<file path="config.mk">
export PLATFORM = sky130hd
export DESIGN_NAME = dualDespreader
export DESIGN_NICKNAME = d
export VERILOG_FILES = /design/src/source/despreadPkg.sv /design/src/source/despreadRegs.sv /design/src/source/chipTimer.sv /design/src/source/despreadControl.sv /design/src/source/codeGenerator.sv /design/src/source/despreadCorrelator.sv /design/src/source/dualDespreader.sv
export SDC_FILE = /design/constraint.sdc
export NUM_CORES = 1
export LEC_CHECK = 0
export ABC_CLOCK_PERIOD_IN_PS = 5000
export BUFFER_PORTS_ARGS = -buffer_cell sky130_fd_sc_hd__buf_2
export CAP_MARGIN = 20
export CORE_UTILIZATION = 54
export CTS_CLUSTER_DIAMETER = 30
export CTS_CLUSTER_SIZE = 10
export DETAILED_ROUTE_END_ITERATION = 7
export PLACE_DENSITY = 0.79
export SYNTH_ARGS = -nofsm -noshare
export SYNTH_HDL_FRONTEND = slang
export SYNTH_SLANG_ARGS = --single-unit
</file>
<file path="constraint.sdc">
create_clock -name clk -period 5 [get_ports clk]
set_clock_uncertainty 0.15 [all_clocks]
set_input_delay 0.25 -clock clk [delete_from_list [all_inputs] [get_ports clk]]
set_output_delay 0.25 -clock clk [all_outputs]
set_load 0.05 [all_outputs]
</file>
<file path="src/source/despreadPkg.sv">
// Register map, mode encoding and configuration structs for the dual-code despreader.
// Also the packed I/Q correlation result.

package despreadPkg;

    localparam logic [7:0] DespreadBase = 8'h4c;  // addr[11:4] of the despreader space.

    // Word indices, taken from addr[3:0].
    localparam logic [3:0] RegCtrl         = 4'd0;
    localparam logic [3:0] RegInitA        = 4'd1;
    localparam logic [3:0] RegTapsA        = 4'd2;
    localparam logic [3:0] RegRestartA     = 4'd3;
    localparam logic [3:0] RegIOutTapsA    = 4'd4;
    localparam logic [3:0] RegQOutTapsA    = 4'd5;
    localparam logic [3:0] RegInitB        = 4'd6;
    localparam logic [3:0] RegTapsB        = 4'd7;
    localparam logic [3:0] RegRestartB     = 4'd8;
    localparam logic [3:0] RegIOutTapsB    = 4'd9;
    localparam logic [3:0] RegQOutTapsB    = 4'd10;
    localparam logic [3:0] RegSymbolLength = 4'd11;

    localparam int RunBit   = 2;   // Position of run in RegCtrl.
    localparam int CodeBits = 18;
    localparam int CorrBits = 16;

    typedef enum logic [1:0] {
        ModeQuad     = 2'd0,  // Q code from A's Q taps.
        ModeDual     = 2'd1,  // Q code from B's I taps.
        ModeForward  = 2'd2,  // Q code from B's I taps.
        ModeReserved = 2'd3   // Behaves as ModeQuad.
    } despreadMode_t;

    typedef struct packed {
        logic [CodeBits-1:0] init;
        logic [CodeBits-1:0] polyTaps;
        logic [CodeBits-1:0] restartCount;
        logic [CodeBits-1:0] iOutTaps;
        logic [CodeBits-1:0] qOutTaps;
    } codeConfig_t;

    typedef struct packed {
        despreadMode_t mode;
        logic          run;
        codeConfig_t   codeA;
        codeConfig_t   codeB;
        logic [15:0]   symbolLength;
    } despreadConfig_t;

    typedef struct packed {
        logic signed [CorrBits-1:0] i;
        logic signed [CorrBits-1:0] q;
    } despreadCorr_t;

endpackage

</file>
<file path="src/source/despreadRegs.sv">
// Despreader configuration registers.
// Address decode, byte-lane writes and the read-back mux.

`timescale 1ns/1ns

module despreadRegs (
    input  logic                         clk,
    input  logic                         reset,
    input  logic [11:0]                  addr,
    input  logic [31:0]                  din,
    input  logic                         wr0,
    input  logic                         wr1,
    input  logic                         wr2,
    input  logic                         wr3,
    output logic [31:0]                  dout,
    output despreadPkg::despreadConfig_t cfg,
    output logic                         cfgWrite
);

    localparam int FieldBits = despreadPkg::CodeBits;

    logic [3:0]  index;
    logic [3:0]  lanes;
    logic        selected;
    logic        write;
    logic [31:0] current;
    logic [31:0] merged;

    assign index    = addr[3:0];
    assign lanes    = {wr3, wr2, wr1, wr0};
    assign selected = addr[11:4] == despreadPkg::DespreadBase;
    assign write    = selected && (|lanes);

    always_comb begin
        case (index)
            despreadPkg::RegCtrl:         current = 32'({cfg.run, cfg.mode});
            despreadPkg::RegInitA:        current = 32'(cfg.codeA.init);
            despreadPkg::RegTapsA:        current = 32'(cfg.codeA.polyTaps);
            despreadPkg::RegRestartA:     current = 32'(cfg.codeA.restartCount);
            despreadPkg::RegIOutTapsA:    current = 32'(cfg.codeA.iOutTaps);
            despreadPkg::RegQOutTapsA:    current = 32'(cfg.codeA.qOutTaps);
            despreadPkg::RegInitB:        current = 32'(cfg.codeB.init);
            despreadPkg::RegTapsB:        current = 32'(cfg.codeB.polyTaps);
            despreadPkg::RegRestartB:     current = 32'(cfg.codeB.restartCount);
            despreadPkg::RegIOutTapsB:    current = 32'(cfg.codeB.iOutTaps);
            despreadPkg::RegQOutTapsB:    current = 32'(cfg.codeB.qOutTaps);
            despreadPkg::RegSymbolLength: current = 32'(cfg.symbolLength);
            default:                      current = '0;
        endcase
    end

    // Lanes without a strobe keep the register's present contents.
    always_comb begin
        for (int lane = 0; lane < 4; lane++) begin
            merged[lane*8 +: 8] = lanes[lane] ? din[lane*8 +: 8] : current[lane*8 +: 8];
        end
    end

    assign dout = selected ? current : '0;

    always_ff @(posedge clk) begin
        if (reset) begin
            cfg      <= '0;
            cfgWrite <= 1'b0;
        end else begin
            cfgWrite <= write;
            if (write) begin
                case (index)
                    despreadPkg::RegCtrl: begin
                        cfg.mode <= despreadPkg::despreadMode_t'(merged[1:0]);
                        cfg.run  <= merged[despreadPkg::RunBit];
                    end
                    despreadPkg::RegInitA:        cfg.codeA.init         <= merged[FieldBits-1:0];
                    despreadPkg::RegTapsA:        cfg.codeA.polyTaps     <= merged[FieldBits-1:0];
                    despreadPkg::RegRestartA:     cfg.codeA.restartCount <= merged[FieldBits-1:0];
                    despreadPkg::RegIOutTapsA:    cfg.codeA.iOutTaps     <= merged[FieldBits-1:0];
                    despreadPkg::RegQOutTapsA:    cfg.codeA.qOutTaps     <= merged[FieldBits-1:0];
                    despreadPkg::RegInitB:        cfg.codeB.init         <= merged[FieldBits-1:0];
                    despreadPkg::RegTapsB:        cfg.codeB.polyTaps     <= merged[FieldBits-1:0];
                    despreadPkg::RegRestartB:     cfg.codeB.restartCount <= merged[FieldBits-1:0];
                    despreadPkg::RegIOutTapsB:    cfg.codeB.iOutTaps     <= merged[FieldBits-1:0];
                    despreadPkg::RegQOutTapsB:    cfg.codeB.qOutTaps     <= merged[FieldBits-1:0];
                    despreadPkg::RegSymbolLength: cfg.symbolLength       <= merged[15:0];
                    default: ;
                endcase
            end
        end
    end

    // Unmapped indices inside the space must not disturb any register.
    assert property (@(posedge clk) disable iff (reset)
        (write && index > despreadPkg::RegSymbolLength) |=> cfg == $past(cfg));

endmodule

</file>
<file path="src/source/chipTimer.sv">
// Chip and symbol timing.
// Sample-phase counter for the chip strobe, chip counter for the symbol end.

`timescale 1ns/1ns

module chipTimer #(
    parameter int SamplesPerChip = 2
) (
    input  logic        clk,
    input  logic        reset,
    input  logic        clkEn,
    input  logic        running,
    input  logic        codeLoad,
    input  logic [15:0] symbolLength,
    output logic        chipEn,
    output logic        symbolEnd
);

    localparam int PhaseBits = SamplesPerChip > 1 ? $clog2(SamplesPerChip) : 1;
    localparam logic [PhaseBits-1:0] LastPhase = PhaseBits'(SamplesPerChip - 1);

    logic [PhaseBits-1:0] phase;
    logic [15:0]          chipCount;
    logic [15:0]          lastChip;
    logic                 chipDone;
    logic                 symbolDone;

    assign lastChip   = (symbolLength == 16'd0) ? 16'd0 : symbolLength - 16'd1;  // Zero means one.
    assign chipDone   = clkEn && phase == LastPhase;
    assign symbolDone = chipCount == lastChip;

    always_ff @(posedge clk) begin
        if (reset || codeLoad || !running) begin
            phase     <= '0;
            chipCount <= '0;
            chipEn    <= 1'b0;
            symbolEnd <= 1'b0;
        end else begin
            chipEn    <= chipDone;
            symbolEnd <= chipDone && symbolDone;
            if (clkEn) begin
                phase <= chipDone ? '0 : phase + 1'b1;
            end
            if (chipDone) begin
                chipCount <= symbolDone ? 16'd0 : chipCount + 16'd1;
            end
        end
    end

    assert property (@(posedge clk) disable iff (reset) symbolEnd |-> chipEn);

endmodule

</file>
<file path="src/source/despreadControl.sv">
// Despreader sequencing FSM.
// Loads the code generators when run rises and aborts on any reconfiguration.

`timescale 1ns/1ns

module despreadControl (
    input  logic clk,
    input  logic reset,
    input  logic run,
    input  logic cfgWrite,
    output logic codeLoad,
    output logic running
);

    typedef enum logic [1:0] {
        Idle = 2'd0,
        Load = 2'd1,
        Run  = 2'd2
    } state_t;

    state_t state;
    logic   runDelayed;
    logic   runRise;

    assign runRise  = run && !runDelayed;
    assign codeLoad = state == Load;
    assign running  = state == Run;

    always_ff @(posedge clk) begin
        if (reset) begin
            state      <= Idle;
            runDelayed <= 1'b0;
        end else begin
            runDelayed <= run;
            case (state)
                Idle: begin
                    if (runRise) begin
                        state <= Load;
                    end
                end
                Load: state <= (run && !cfgWrite) ? Run : Idle;
                Run: begin
                    // A new setting invalidates the codes in flight.
                    if (!run || cfgWrite) begin
                        state <= Idle;
                    end
                end
                default: state <= Idle;
            endcase
        end
    end

    // Generators are loaded for exactly one cycle per start.
    assert property (@(posedge clk) disable iff (reset) codeLoad |=> !codeLoad);

endmodule

</file>
<file path="src/source/codeGenerator.sv">
// Programmable PN code generator.
// LFSR with I and Q output tap parity and a restart count.

`timescale 1ns/1ns

module codeGenerator #(
    parameter int CodeWidth = 18
) (
    input  logic                     clk,
    input  logic                     reset,
    input  logic                     chipEn,
    input  logic                     codeLoad,
    input  despreadPkg::codeConfig_t cfg,
    output logic                     iOut,
    output logic                     qOut
);

    logic [CodeWidth-1:0] state;
    logic [CodeWidth-1:0] chipCount;
    logic                 feedback;
    logic                 restart;

    assign feedback = ^(state & cfg.polyTaps[CodeWidth-1:0]);
    assign restart  = chipCount == cfg.restartCount[CodeWidth-1:0];

    // Output codes are the parity of the tapped state bits.
    assign iOut = ^(state & cfg.iOutTaps[CodeWidth-1:0]);
    assign qOut = ^(state & cfg.qOutTaps[CodeWidth-1:0]);

    always_ff @(posedge clk) begin
        if (reset || codeLoad) begin
            state     <= cfg.init[CodeWidth-1:0];
            chipCount <= '0;
        end else if (chipEn) begin
            if (restart) begin
                state     <= cfg.init[CodeWidth-1:0];  // Back to the start of the sequence.
                chipCount <= '0;
            end else begin
                state     <= {state[CodeWidth-2:0], feedback};
                chipCount <= chipCount + 1'b1;
            end
        end
    end

endmodule

</file>
<file path="src/source/despreadCorrelator.sv">
// I/Q correlator.
// Sample hold, soft-decision mapping, Q code selection and accumulate-and-dump.

`timescale 1ns/1ns

module despreadCorrelator #(
    parameter int CorrWidth = 16
) (
    input  logic                       clk,
    input  logic                       reset,
    input  logic                       clkEn,
    input  logic                       chipEn,
    input  logic                       symbolEnd,
    input  logic                       running,
    input  despreadPkg::despreadMode_t mode,
    input  logic [17:0]                iIn,
    input  logic [17:0]                qIn,
    input  logic                       iOutA,
    input  logic                       qOutA,
    input  logic                       iOutB,
    output logic                       iCode,
    output logic                       qCode,
    output despreadPkg::despreadCorr_t corr,
    output logic                       corrValid
);

    localparam int OutBits = $bits(despreadPkg::despreadCorr_t) / 2;

    logic [3:0]                  iTop;
    logic [3:0]                  qTop;
    logic signed [2:0]           iSoft;
    logic signed [2:0]           qSoft;
    logic                        qSelect;
    logic signed [CorrWidth-1:0] iAcc;
    logic signed [CorrWidth-1:0] qAcc;
    logic signed [CorrWidth-1:0] iSum;
    logic signed [CorrWidth-1:0] qSum;

    // Half of v plus one, rounded down, clamped to +-3.
    function automatic logic signed [2:0] softValue(input logic [3:0] top);
        logic signed [4:0] half;
        half = ($signed({top[3], top}) + 5'sd1) >>> 1;
        if (half > 5'sd3) begin
            return 3'sd3;
        end
        if (half < -5'sd3) begin
            return -3'sd3;
        end
        return half[2:0];
    endfunction

    always_ff @(posedge clk) begin
        if (clkEn) begin
            iTop <= iIn[17:14];
            qTop <= qIn[17:14];
        end
    end

    assign iSoft   = softValue(iTop);
    assign qSoft   = softValue(qTop);
    assign qSelect = (mode == despreadPkg::ModeDual || mode == despreadPkg::ModeForward) ?
                     iOutB : qOutA;

    // A code bit of one inverts the chip.
    assign iSum = iAcc + (iOutA ? -CorrWidth'(iSoft) : CorrWidth'(iSoft));
    assign qSum = qAcc + (qSelect ? -CorrWidth'(qSoft) : CorrWidth'(qSoft));

    always_ff @(posedge clk) begin
        if (reset) begin
            iCode     <= 1'b0;
            qCode     <= 1'b0;
            iAcc      <= '0;
            qAcc      <= '0;
            corr      <= '0;
            corrValid <= 1'b0;
        end else begin
            corrValid <= running && chipEn && symbolEnd;
            if (!running) begin
                iAcc <= '0;
                qAcc <= '0;
            end else if (chipEn) begin
                iCode <= iOutA;
                qCode <= qSelect;
                if (symbolEnd) begin
                    corr.i <= OutBits'(iSum);  // Dump includes the last chip.
                    corr.q <= OutBits'(qSum);
                    iAcc   <= '0;
                    qAcc   <= '0;
                end else begin
                    iAcc <= iSum;
                    qAcc <= qSum;
                end
            end
        end
    end

endmodule

</file>
<file path="src/source/dualDespreader.sv">
// Dual-code despreader top level.
// Registers, control FSM, chip timer, two code generators and the correlator.

`timescale 1ns/1ns

module dualDespreader #(
    parameter int CodeWidth      = 18,
    parameter int SamplesPerChip = 2,
    parameter int CorrWidth      = 16
) (
    input  logic                       clk,
    input  logic                       reset,
    input  logic                       clkEn,
    input  logic                       wr0,
    input  logic                       wr1,
    input  logic                       wr2,
    input  logic                       wr3,
    input  logic [11:0]                addr,
    input  logic [31:0]                din,
    input  logic [17:0]                iIn,
    input  logic [17:0]                qIn,
    output logic [31:0]                dout,
    output despreadPkg::despreadMode_t despreadMode,
    output logic                       iCode,
    output logic                       qCode,
    output despreadPkg::despreadCorr_t corr,
    output logic                       corrValid
);

    despreadPkg::despreadConfig_t cfg;
    logic                         cfgWrite;
    logic                         codeLoad;
    logic                         running;
    logic                         chipEn;
    logic                         symbolEnd;
    logic                         iOutA;
    logic                         qOutA;
    logic                         iOutB;

    assign despreadMode = cfg.mode;

    despreadRegs regs (
        .clk(clk), .reset(reset), .addr(addr), .din(din),
        .wr0(wr0), .wr1(wr1), .wr2(wr2), .wr3(wr3),
        .dout(dout), .cfg(cfg), .cfgWrite(cfgWrite)
    );

    despreadControl control (
        .clk(clk), .reset(reset), .run(cfg.run), .cfgWrite(cfgWrite),
        .codeLoad(codeLoad), .running(running)
    );

    chipTimer #(.SamplesPerChip(SamplesPerChip)) timer (
        .clk(clk), .reset(reset), .clkEn(clkEn), .running(running), .codeLoad(codeLoad),
        .symbolLength(cfg.symbolLength), .chipEn(chipEn), .symbolEnd(symbolEnd)
    );

    codeGenerator #(.CodeWidth(CodeWidth)) codeA (
        .clk(clk), .reset(reset), .chipEn(chipEn), .codeLoad(codeLoad),
        .cfg(cfg.codeA), .iOut(iOutA), .qOut(qOutA)
    );

    // Only B's I output is used, as the Q code of the dual-code modes.
    codeGenerator #(.CodeWidth(CodeWidth)) codeB (
        .clk(clk), .reset(reset), .chipEn(chipEn), .codeLoad(codeLoad),
        .cfg(cfg.codeB), .iOut(iOutB), .qOut()
    );

    despreadCorrelator #(.CorrWidth(CorrWidth)) correlator (
        .clk(clk), .reset(reset), .clkEn(clkEn), .chipEn(chipEn), .symbolEnd(symbolEnd),
        .running(running), .mode(cfg.mode), .iIn(iIn), .qIn(qIn),
        .iOutA(iOutA), .qOutA(qOutA), .iOutB(iOutB),
        .iCode(iCode), .qCode(qCode), .corr(corr), .corrValid(corrValid)
    );

endmodule

</file>
==> summary.txt, run 1 <==
Layout
  • Ratio of cells with drive above 1 in the final layout: 15.17%
  • Number of nets in the layout: 2547
  • Final-layout fill cell count: 2627
  • Area growth from synthesis to final layout: 21.76%
  • Utilization after layout: 67.54%

Clock network
  • Clk slew on worst S/H paths: 0.05 ns
  • Clock latency reported for the late side of the worst-skew pair: 0.60 ns
  • Max H-tree Level: 3
  • Number of buffers between clock root and the deepest sink: 3
  • Num CTS Buffers: 78
  • Library cell used as clock root buffer: sky130_fd_sc_hd__clkbuf_16
  • TritonCTS Sinks: 369
  • TritonCTS clock tree: done

Critical path
  • Required time reported for the critical path endpoint: 5.34 ns
  • Worst Setup Path Type: flop to flop
  • Maximum fanout along the worst path: 8
  • Worst stage delay on the critical path: 0.46 ns
  • Startpoint Class: flop
  • Arrival time worst endpoint: 5.14 ns
  • Max stage delay cell, worst path: sky130_fd_sc_hd__xnor3_1
  • Chain of cells forming the critical path: nand2_1 -> xor2_1 -> xnor2_1 -> xnor3_1 -> xnor2_2 -> mux2i_2 -> buf_4 -> nor2_1 -> a21oi_1 -> ha_1 -> a21o_1 -> a21oi_1 -> o21ai_1 -> a21oi_2 -> o21ai_1 -> o41ai_1 -> buf_4 -> xnor2_1 -> or3_1 -> a31oi_1
  • Element type at the critical path end: flop

Routing
  • Remaining antenna violation count after routing: 0
  • Detailed Routing Iterations Pass 1: 6
  • Avg Vias per Cell: 6.050
  • Routed wire length per instance: 20.57 um
  • Initial drt markers: 1870
  • Total number of vias: 17713
  • Final wirelength: 60240 um
  • Post-route DRC violation count: 0

Floorplanning
  • Initial Util: 55.47%
  • Vertical extent of the die: 188.5 um
  • Overall die area: 0.03554 mm^2
  • Row cnt: 67
  • Chip Width: 188.5 um
  • Boundary pin count: 156
  • Placeable core region: 0.03387 mm^2

Synth
  • Yosys synthesis warning count: 0
  • Post-synthesis sequential area ratio: 41.67%
  • Share of flip-flops with an asynchronous set or reset: 0%
  • Mapped Avg Cell Area: 8.147 um^2
  • Total of flip-flops plus latches after synthesis: 369
  • Number of flops mapped to enable cells by yosys: 44
  • Synth Flop Type: sky130_fd_sc_hd__dfxtp_1
  • Unique masters post-synth: 71
  • Synthesized cell area: 0.01879 mm^2
  • Gate count after technology mapping: 2306

STA
  • Final period demand of the worst path: 4.804 ns
  • Slew HR: 19.77%
  • Setup repair after global routing missed its margin: no
  • Actual transition at the worst max-transition pin: 1.170 ns
  • Final-report max-slew violation count: 0
  • Share of the clock period used by the worst path: 96.08%
  • Maximum clock frequency: 0.2082 GHz
  • Final Hold Slack: 0.08458 ns
  • Final hold violation count: 0
  • Setup-violating endpoint count in the final report: 0
  • Setup_tns: 0 ns

Pwr
  • Worst IR Drop VDD: 0.4357 mV
  • Power Total: 9190 uW
  • Total leakage power: 0.008955 uW
  • Power Density: 401.8 mW/mm^2

Run status
  • Result of the run: completed

Global route
  • Overflow after GRT: 0
  • Pin count of the biggest net entering global routing: 104
  • Number of global-route vias before repair: 17111
  • Global-route wire length before repair: 93230 um
  • GRT Resource Usage Total: 33.47%
  • Antenna violations before repair: 2

Place
  • Buffers on Ports: 99
  • Sum of net half-perimeters after detailed placement: 41370 um
  • Final weighted congestion in routability-driven placement: 0.9888

Job
  • # Max-Cap Violations: 0

Worst hold path
  • Path class of the lowest-slack min-delay path: primary input to flop
logic make-up (layout without fill, tap and decap cells):
family,after synthesis,in the layout,synth area share [%]
AND/OR/NAND/NOR,975,975,22.40
AO/OA/AOI/OAI,461,461,15.13
flip-flops,369,369,41.67
XOR/XNOR,220,220,10.59
buffers and inverters,182,341,4.043
multiplexers,52,52,3.010
adder cells (fa/ha/maj),46,46,3.144
other,1,16,0.01996
Yosys cell counts (32+ instances only):
| cell type | count | share of area, % |
|---|---|---|
| sky130_fd_sc_hd__nand2_1 | 419 | 8.4 |
| sky130_fd_sc_hd__dfxtp_1 | 325 | 35 |
| sky130_fd_sc_hd__clkbuf_1 | 127 | 2.5 |
| sky130_fd_sc_hd__a21oi_1 | 267 | 7.1 |
| sky130_fd_sc_hd__inv_1 | 32 | 0.64 |
| sky130_fd_sc_hd__a221oi_1 | 32 | 1.5 |
| sky130_fd_sc_hd__nor2_1 | 357 | 7.1 |
| sky130_fd_sc_hd__and3_1 | 33 | 1.1 |
| sky130_fd_sc_hd__mux2_2 | 36 | 2.2 |
| sky130_fd_sc_hd__ha_1 | 44 | 2.9 |
| sky130_fd_sc_hd__nor3_1 | 36 | 0.96 |
| sky130_fd_sc_hd__xnor2_1 | 109 | 5.1 |
| sky130_fd_sc_hd__xor2_1 | 106 | 4.9 |
| sky130_fd_sc_hd__edfxtp_1 | 44 | 7.0 |
| sky130_fd_sc_hd__a22oi_1 | 32 | 1.3 |
cell type report:
class / count / area [um^2] / area share (%)
flip-flops and latches: 369 / 7828 / 34.22
multi-input cells: 1768 / 10340 / 45.20
clock inverters: 58 / 844.6 / 3.692
well taps: 448 / 560.5 / 2.451
clock buffers: 86 / 2108 / 9.217
inverters: 34 / 127.6 / 0.5579
diodes: 2 / 5.005 / 0.02188
repair buffers: 163 / 1062 / 4.644
timing repair:
action,CTS,global route
hold buffers,11,0
setup endpoints to repair,3,8
buffers inserted,0,0
endpoints found under the hold margin,53,0
resized for setup,2,14
routing by layer:
metal  part of all wire, %  vias to the layer above  global-route usage, %
li1                      -                     8105                      -
met1                    38                     8294                  41.26
met2                    46                     1062                  54.26
met3                    11                      250                  6.463
met4                   5.9                        2                  19.94
met5                 0.018                        -                      0
report_power, final:
part	switching [uW]	total [uW]	leakage, uW	internal (uW)
Combinational	246	351	0.00447	104
Clock	1810	5800	0.00142	3990
Sequential	17.3	3040	0.00307	3020
final timing paths:
kind | from | endpoint | slack, ns | depth (start not counted)
max | codeA.state[10] | correlator.qAcc[15] | 0.20 | 20
min | din[11] | regs.cfg[11] | 0.08 | 6
max reg2reg | codeA.state[10] | correlator.qAcc[15] | 0.20 | 20
min reg2reg | control.runDelayed | control.state[0] | 0.23 | 1
placed cells by master, fill, tap and decap left out, types with 25 or more instances in the layout:
master / instances
sky130_fd_sc_hd__buf_4: 48
sky130_fd_sc_hd__edfxtp_1: 44
sky130_fd_sc_hd__a22oi_1: 32
sky130_fd_sc_hd__a221oi_1: 32
sky130_fd_sc_hd__xor2_1: 106
sky130_fd_sc_hd__ha_1: 44
sky130_fd_sc_hd__a22o_1: 30
sky130_fd_sc_hd__mux2_2: 36
sky130_fd_sc_hd__clkbuf_16: 83
sky130_fd_sc_hd__o21ai_0: 25
sky130_fd_sc_hd__and3_1: 33
sky130_fd_sc_hd__inv_1: 32
sky130_fd_sc_hd__a21oi_1: 266
sky130_fd_sc_hd__nand3_1: 28
sky130_fd_sc_hd__buf_2: 98
sky130_fd_sc_hd__dfxtp_1: 325
sky130_fd_sc_hd__xnor2_1: 106
sky130_fd_sc_hd__nor2_1: 357
sky130_fd_sc_hd__nand2_1: 419
sky130_fd_sc_hd__nor3_1: 32
critical path, delay by kind of cell, from the launching register on:
kind | cells | cell delay, ns
AO/OA/AOI/OAI | 8 | 1.55
XOR/XNOR | 5 | 1.14
adder cells (fa/ha/maj) | 1 | 0.27
buffers and inverters | 2 | 0.41
flip-flops | 1 | 0.42
multiplexers | 1 | 0.25
AND/OR/NAND/NOR | 3 | 0.51
registers in the layout, indices dropped and copies added (netlist names), 4 cells and up:
| signal | flops |
|---|---|
| codeB.state | 18 |
| correlator.iTop | 4 |
| codeB.chipCount | 18 |
| codeA.state | 18 |
| regs.cfg | 199 |
| correlator.iAcc | 16 |
| timer.chipCount | 16 |
| codeA.chipCount | 18 |
| correlator.corr | 32 |
| correlator.qAcc | 16 |
| correlator.qTop | 4 |
metrics by stage:
step	setup WS (ns)	area, um^2	cells
3_5_place_dp	-0.001977	19660	2766
5_1_grt	0.0005991	22870	2926
6_report	0.1960	22870	2928
4_1_cts	0.1264	22730	2921
3_3_place_gp	0.09294	19650	2764
2_1_floorplan	0.4203	18840	2319
(Power assumes the default switching activity.)
==> run 2, diff against run 1 <==
--- a/config.mk
+++ b/config.mk
@@ -5,9 +5,9 @@
 export SDC_FILE = /design/constraint.sdc
 export NUM_CORES = 1
 export LEC_CHECK = 0
+export ABC_AREA = 1
 export ABC_CLOCK_PERIOD_IN_PS = 5000
 export BUFFER_PORTS_ARGS = -buffer_cell sky130_fd_sc_hd__buf_2
-export CAP_MARGIN = 20
 export CORE_UTILIZATION = 54
 export CTS_CLUSTER_DIAMETER = 30
 export CTS_CLUSTER_SIZE = 10
==> summary.txt, run 2 <==
STA
  • Setup-violating endpoint count in the final report: 0 (unchanged)
  • Actual transition at the worst max-transition pin: 1.249 ns (+0.07882 ns)
  • Slew HR: 16.54% (-3.2 points)
  • Final period demand of the worst path: 4.686 ns (-0.1176 ns)
  • Final-report max-slew violation count: 0 (unchanged)
  • Share of the clock period used by the worst path: 93.73% (-2.4 points)
  • Maximum clock frequency: 0.2134 GHz (+2.5%)
  • Setup_tns: 0 ns (unchanged)
  • Setup repair after global routing missed its margin: no
  • Smallest setup slack after layout: 0.3136 ns (+0.1176 ns)
  • Final hold violation count: 0 (unchanged)

Clock network
  • TritonCTS clock tree: done
  • Number of buffers between clock root and the deepest sink: 3 (unchanged)
  • TritonCTS Sinks: 369 (unchanged)
  • Clk slew on worst S/H paths: 0.05 ns (about the same)
  • Clock latency reported for the late side of the worst-skew pair: 0.59 ns (about the same)
  • Library cell used as clock root buffer: sky130_fd_sc_hd__clkbuf_16
  • Max H-tree Level: 3 (unchanged)
  • Num CTS Buffers: 79 (+1.3%)

Synth
  • Total of flip-flops plus latches after synthesis: 369 (unchanged)
  • Share of the synthesized area in the top cell type: 32.24% (-2.4 points)
  • Yosys synthesis warning count: 0 (unchanged)
  • Share of flip-flops with an asynchronous set or reset: 0% (unchanged)
  • Number of flops mapped to enable cells by yosys: 44 (unchanged)
  • Gate count after technology mapping: 2884 (+25%)
  • Synthesized cell area: 0.02018 mm^2 (+7.4%)
  • Post-synthesis sequential area ratio: 38.78% (-2.9 points)
  • Ranking of synthesized cells by area: sky130_fd_sc_hd__dfxtp_1 (32%), sky130_fd_sc_hd__inv_1 (11%), sky130_fd_sc_hd__nand2_1 (11%)
  • Mapped Avg Cell Area: 6.998 um^2 (-14%)
  • Top-count cell post-synth: sky130_fd_sc_hd__inv_1
  • Top cells by instance count after synthesis: sky130_fd_sc_hd__inv_1 (576), sky130_fd_sc_hd__nand2_1 (568), sky130_fd_sc_hd__dfxtp_1 (325)
  • Unique masters post-synth: 50 (-30%)
  • Synth Flop Type: sky130_fd_sc_hd__dfxtp_1
  • Cell taking the most area after synthesis: sky130_fd_sc_hd__dfxtp_1

Layout
  • Ratio of cells with drive above 1 in the final layout: 10.06% (-5.1 points)
  • Final cell count without fillers: 3510 (+20%)
  • Number of flip-flops in the largest register: 199 (unchanged)
  • Register with the most flip-flops: regs.cfg
  • Top flop regs: regs.cfg x199, correlator.corr x32
  • Commonest non-fill, non-tap cell in the layout: sky130_fd_sc_hd__inv_1
  • Number of nets in the layout: 3111 (+22%)
  • Area growth from synthesis to final layout: 17.76%
  • Most frequent cells in the layout: sky130_fd_sc_hd__inv_1 (576), sky130_fd_sc_hd__nand2_1 (567), sky130_fd_sc_hd__dfxtp_1 (325), sky130_fd_sc_hd__a21oi_1 (291), sky130_fd_sc_hd__o21ai_0 (290)
  • Antenna Cells: 0 (-2)

Routing
  • Total number of vias: 19562 (+10%)
  • Avg Vias per Cell: 5.573 (-7.9%)
  • Final wirelength: 60890 um (+1.1%)
  • Remaining antenna violation count after routing: 0 (unchanged)
  • Routed wire length per instance: 17.35 um (-16%)
  • Post-route DRC violation count: 0 (unchanged)
  • Initial drt markers: 2144 (+15%)
  • Detailed Routing Iterations Pass 1: 8 (+2)

Global route
  • GRT Resource Usage Total: 31.58% (-1.9 points)
  • Antenna violations before repair: 0 (-2)
  • Number of global-route vias before repair: 18696 (+9.3%)
  • Overflow after GRT: 0 (unchanged)
  • Pin count of the biggest net entering global routing: 112 (+7.7%)
  • Global-route wire length before repair: 95570 um (+2.5%)

Critical path
  • Critical Path Sink: correlator.corr[31]
  • Startpoint Class: flop
  • Worst stage delay on the critical path: 0.46 ns (about the same)
  • Worst setup path startpoint: codeA.state[11]
  • Reg2Reg Setup Slack: 0.31 ns (+0.12 ns)
  • Reg2reg end: correlator.corr[31]
  • Chain of cells forming the critical path: nand2_1 -> xor2_1 -> xnor2_1 -> nand3_1 -> nand2_1 -> nand2_1 -> nand2_1 -> nand2_2 -> o21ai_0 -> inv_1 -> ha_1 -> nand2_1 -> o21ai_0 -> nand2_1 -> o2111ai_1 -> nand3_1 -> o21ai_0 -> nand2_1 -> nand2_1 -> nand2_1 -> nand2_1 -> inv_1
  • Max stage delay cell, worst path: sky130_fd_sc_hd__edfxtp_1
  • Number of cell instances on the worst register-to-register path: 22 (+10%)
  • Startpoint of the most critical register-to-register path: codeA.state[11]
  • Worst Setup Path Type: flop to flop
  • Most repeated library cell on the critical path: sky130_fd_sc_hd__nand2_1
  • Maximum fanout along the worst path: 6 (-2)
  • Arrival time worst endpoint: 5.01 ns (-0.13 ns)
  • Element type at the critical path end: flop
  • Required time reported for the critical path endpoint: 5.33 ns (about the same)

Place
  • Sum of net half-perimeters after detailed placement: 41480 um (+0.25%)
  • Post-placement worst setup slack: 0.4666 ns (+0.4686 ns)
  • Buffers on Ports: 99 (unchanged)
  • Instance count after placement with tap cells included: 3356 (+21%)
  • Final weighted congestion in routability-driven placement: 0.9658 (-2.3%)

Floorplanning
  • Placeable core region: 0.03670 mm^2 (+8.4%)
  • Boundary pin count: 156 (unchanged)
  • Row cnt: 70 (+4.5%)
  • Initial Util: 54.99% (-0.48 points)
  • Vertical extent of the die: 195.3 um (+3.6%)
  • Overall die area: 0.03815 mm^2 (+7.3%)
  • Chip Width: 195.3 um (+3.6%)

Worst hold path
  • Path class of the lowest-slack min-delay path: primary input to flop
  • Hold_sp: din[17]

Job
  • # Max-Cap Violations: 0 (unchanged)

Pwr
  • Power Density: 365.6 mW/mm^2 (-9.0%)
  • Total leakage power: 0.01122 uW (+25%)
  • Worst IR Drop VDD: 0.2095 mV (-52%)

Run status
  • Result of the run: completed
## run 2: changes by cell type in the layout (fill, tap and decap cells not counted), moves of 25 or more
cell                      change
sky130_fd_sc_hd__a21oi_1     +25
sky130_fd_sc_hd__nand3_1     +52
sky130_fd_sc_hd__a22oi_1     -32
sky130_fd_sc_hd__mux2_2      -36
sky130_fd_sc_hd__o22ai_1     +54
sky130_fd_sc_hd__a22o_1      -30
sky130_fd_sc_hd__nor2_1     -244
sky130_fd_sc_hd__and3_1      -33
sky130_fd_sc_hd__nand2_1    +148
sky130_fd_sc_hd__inv_1      +544
sky130_fd_sc_hd__xnor2_1     -38
sky130_fd_sc_hd__o21ai_0    +265
## run 2: timing repair
item,4_1_cts,5_1_grt
hold endpoints to repair,16,0
hold buffers,9,0
setup buffers,0,0
setup endpoints to repair,0,3
gates resized for setup,0,2
## run 2: layout make-up
type / instances / area (um^2)
fill: 3067 / 12930
multi-input combinational: 1808 / 9614
sequential: 369 / 7828
clock buffer: 108 / 2366
inverter: 586 / 2201
timing repair buffer: 134 / 787.0
tap: 468 / 585.6
clock inverter: 37 / 385.4
## run 2: stage by stage
stage / cell area (um^2) / total power, uW / hold slack (ns) / utilization [%]
5_1_grt: 23770 / 8892 / 0.08785 / 64.76
3_5_place_dp: 20930 / 3418 / 0.2341 / 57.02
3_3_place_gp: 20930 / 3410 / 0.2352 / 57.02
6_report: 23770 / 8689 / 0.09329 / 64.76
2_1_floorplan: 20230 / 3323 / 0.1989 / -
4_1_cts: 23770 / 8697 / 0.05939 / 64.76
## run 2: cell families (layout without fill, tap and decap cells)
logic type,count (synthesis),count (layout),share of synthesized area (%)
XOR/XNOR,151,151,6.553
AO/OA/AOI/OAI,724,724,19.68
AND/OR/NAND/NOR,873,873,18.19
flip-flops,369,369,38.78
buffers and inverters,720,865,13.84
other,1,14,0.01858
adder cells (fa/ha/maj),46,46,2.926
## run 2: worst max-delay path, delay by kind of cell (launching register included)
kind / cells / cell delay, ns
buffers and inverters: 2 / 0.22
AND/OR/NAND/NOR: 13 / 1.78
adder cells (fa/ha/maj): 1 / 0.41
AO/OA/AOI/OAI: 4 / 1.03
flip-flops: 1 / 0.46
XOR/XNOR: 2 / 0.56
## run 2: per-layer routing
layer  global-route usage [%]  part of all wire, %
met1                    39.73                   40
met2                    50.25                   45
met3                    7.081                   11
met4                    17.29                  4.8
met5                        0                    0
## run 2: report_power, final
part / internal [uW] / switching (uW)
clock network: 3610 / 1700
registers: 3020 / 14.5
logic: 88.3 / 255
## run 2: how the worst min path moves through the flow
stage / endpoint / slack (ns) / cells past startpoint
floorplan: correlator.iTop[0] / 0.20 / 0
global placement: control.state[0] / 0.24 / 1
detailed placement: control.state[0] / 0.23 / 1
CTS: regs.cfgWrite / 0.06 / 4
global route: regs.cfgWrite / 0.09 / 4
finish: regs.cfg[177] / 0.09 / 5
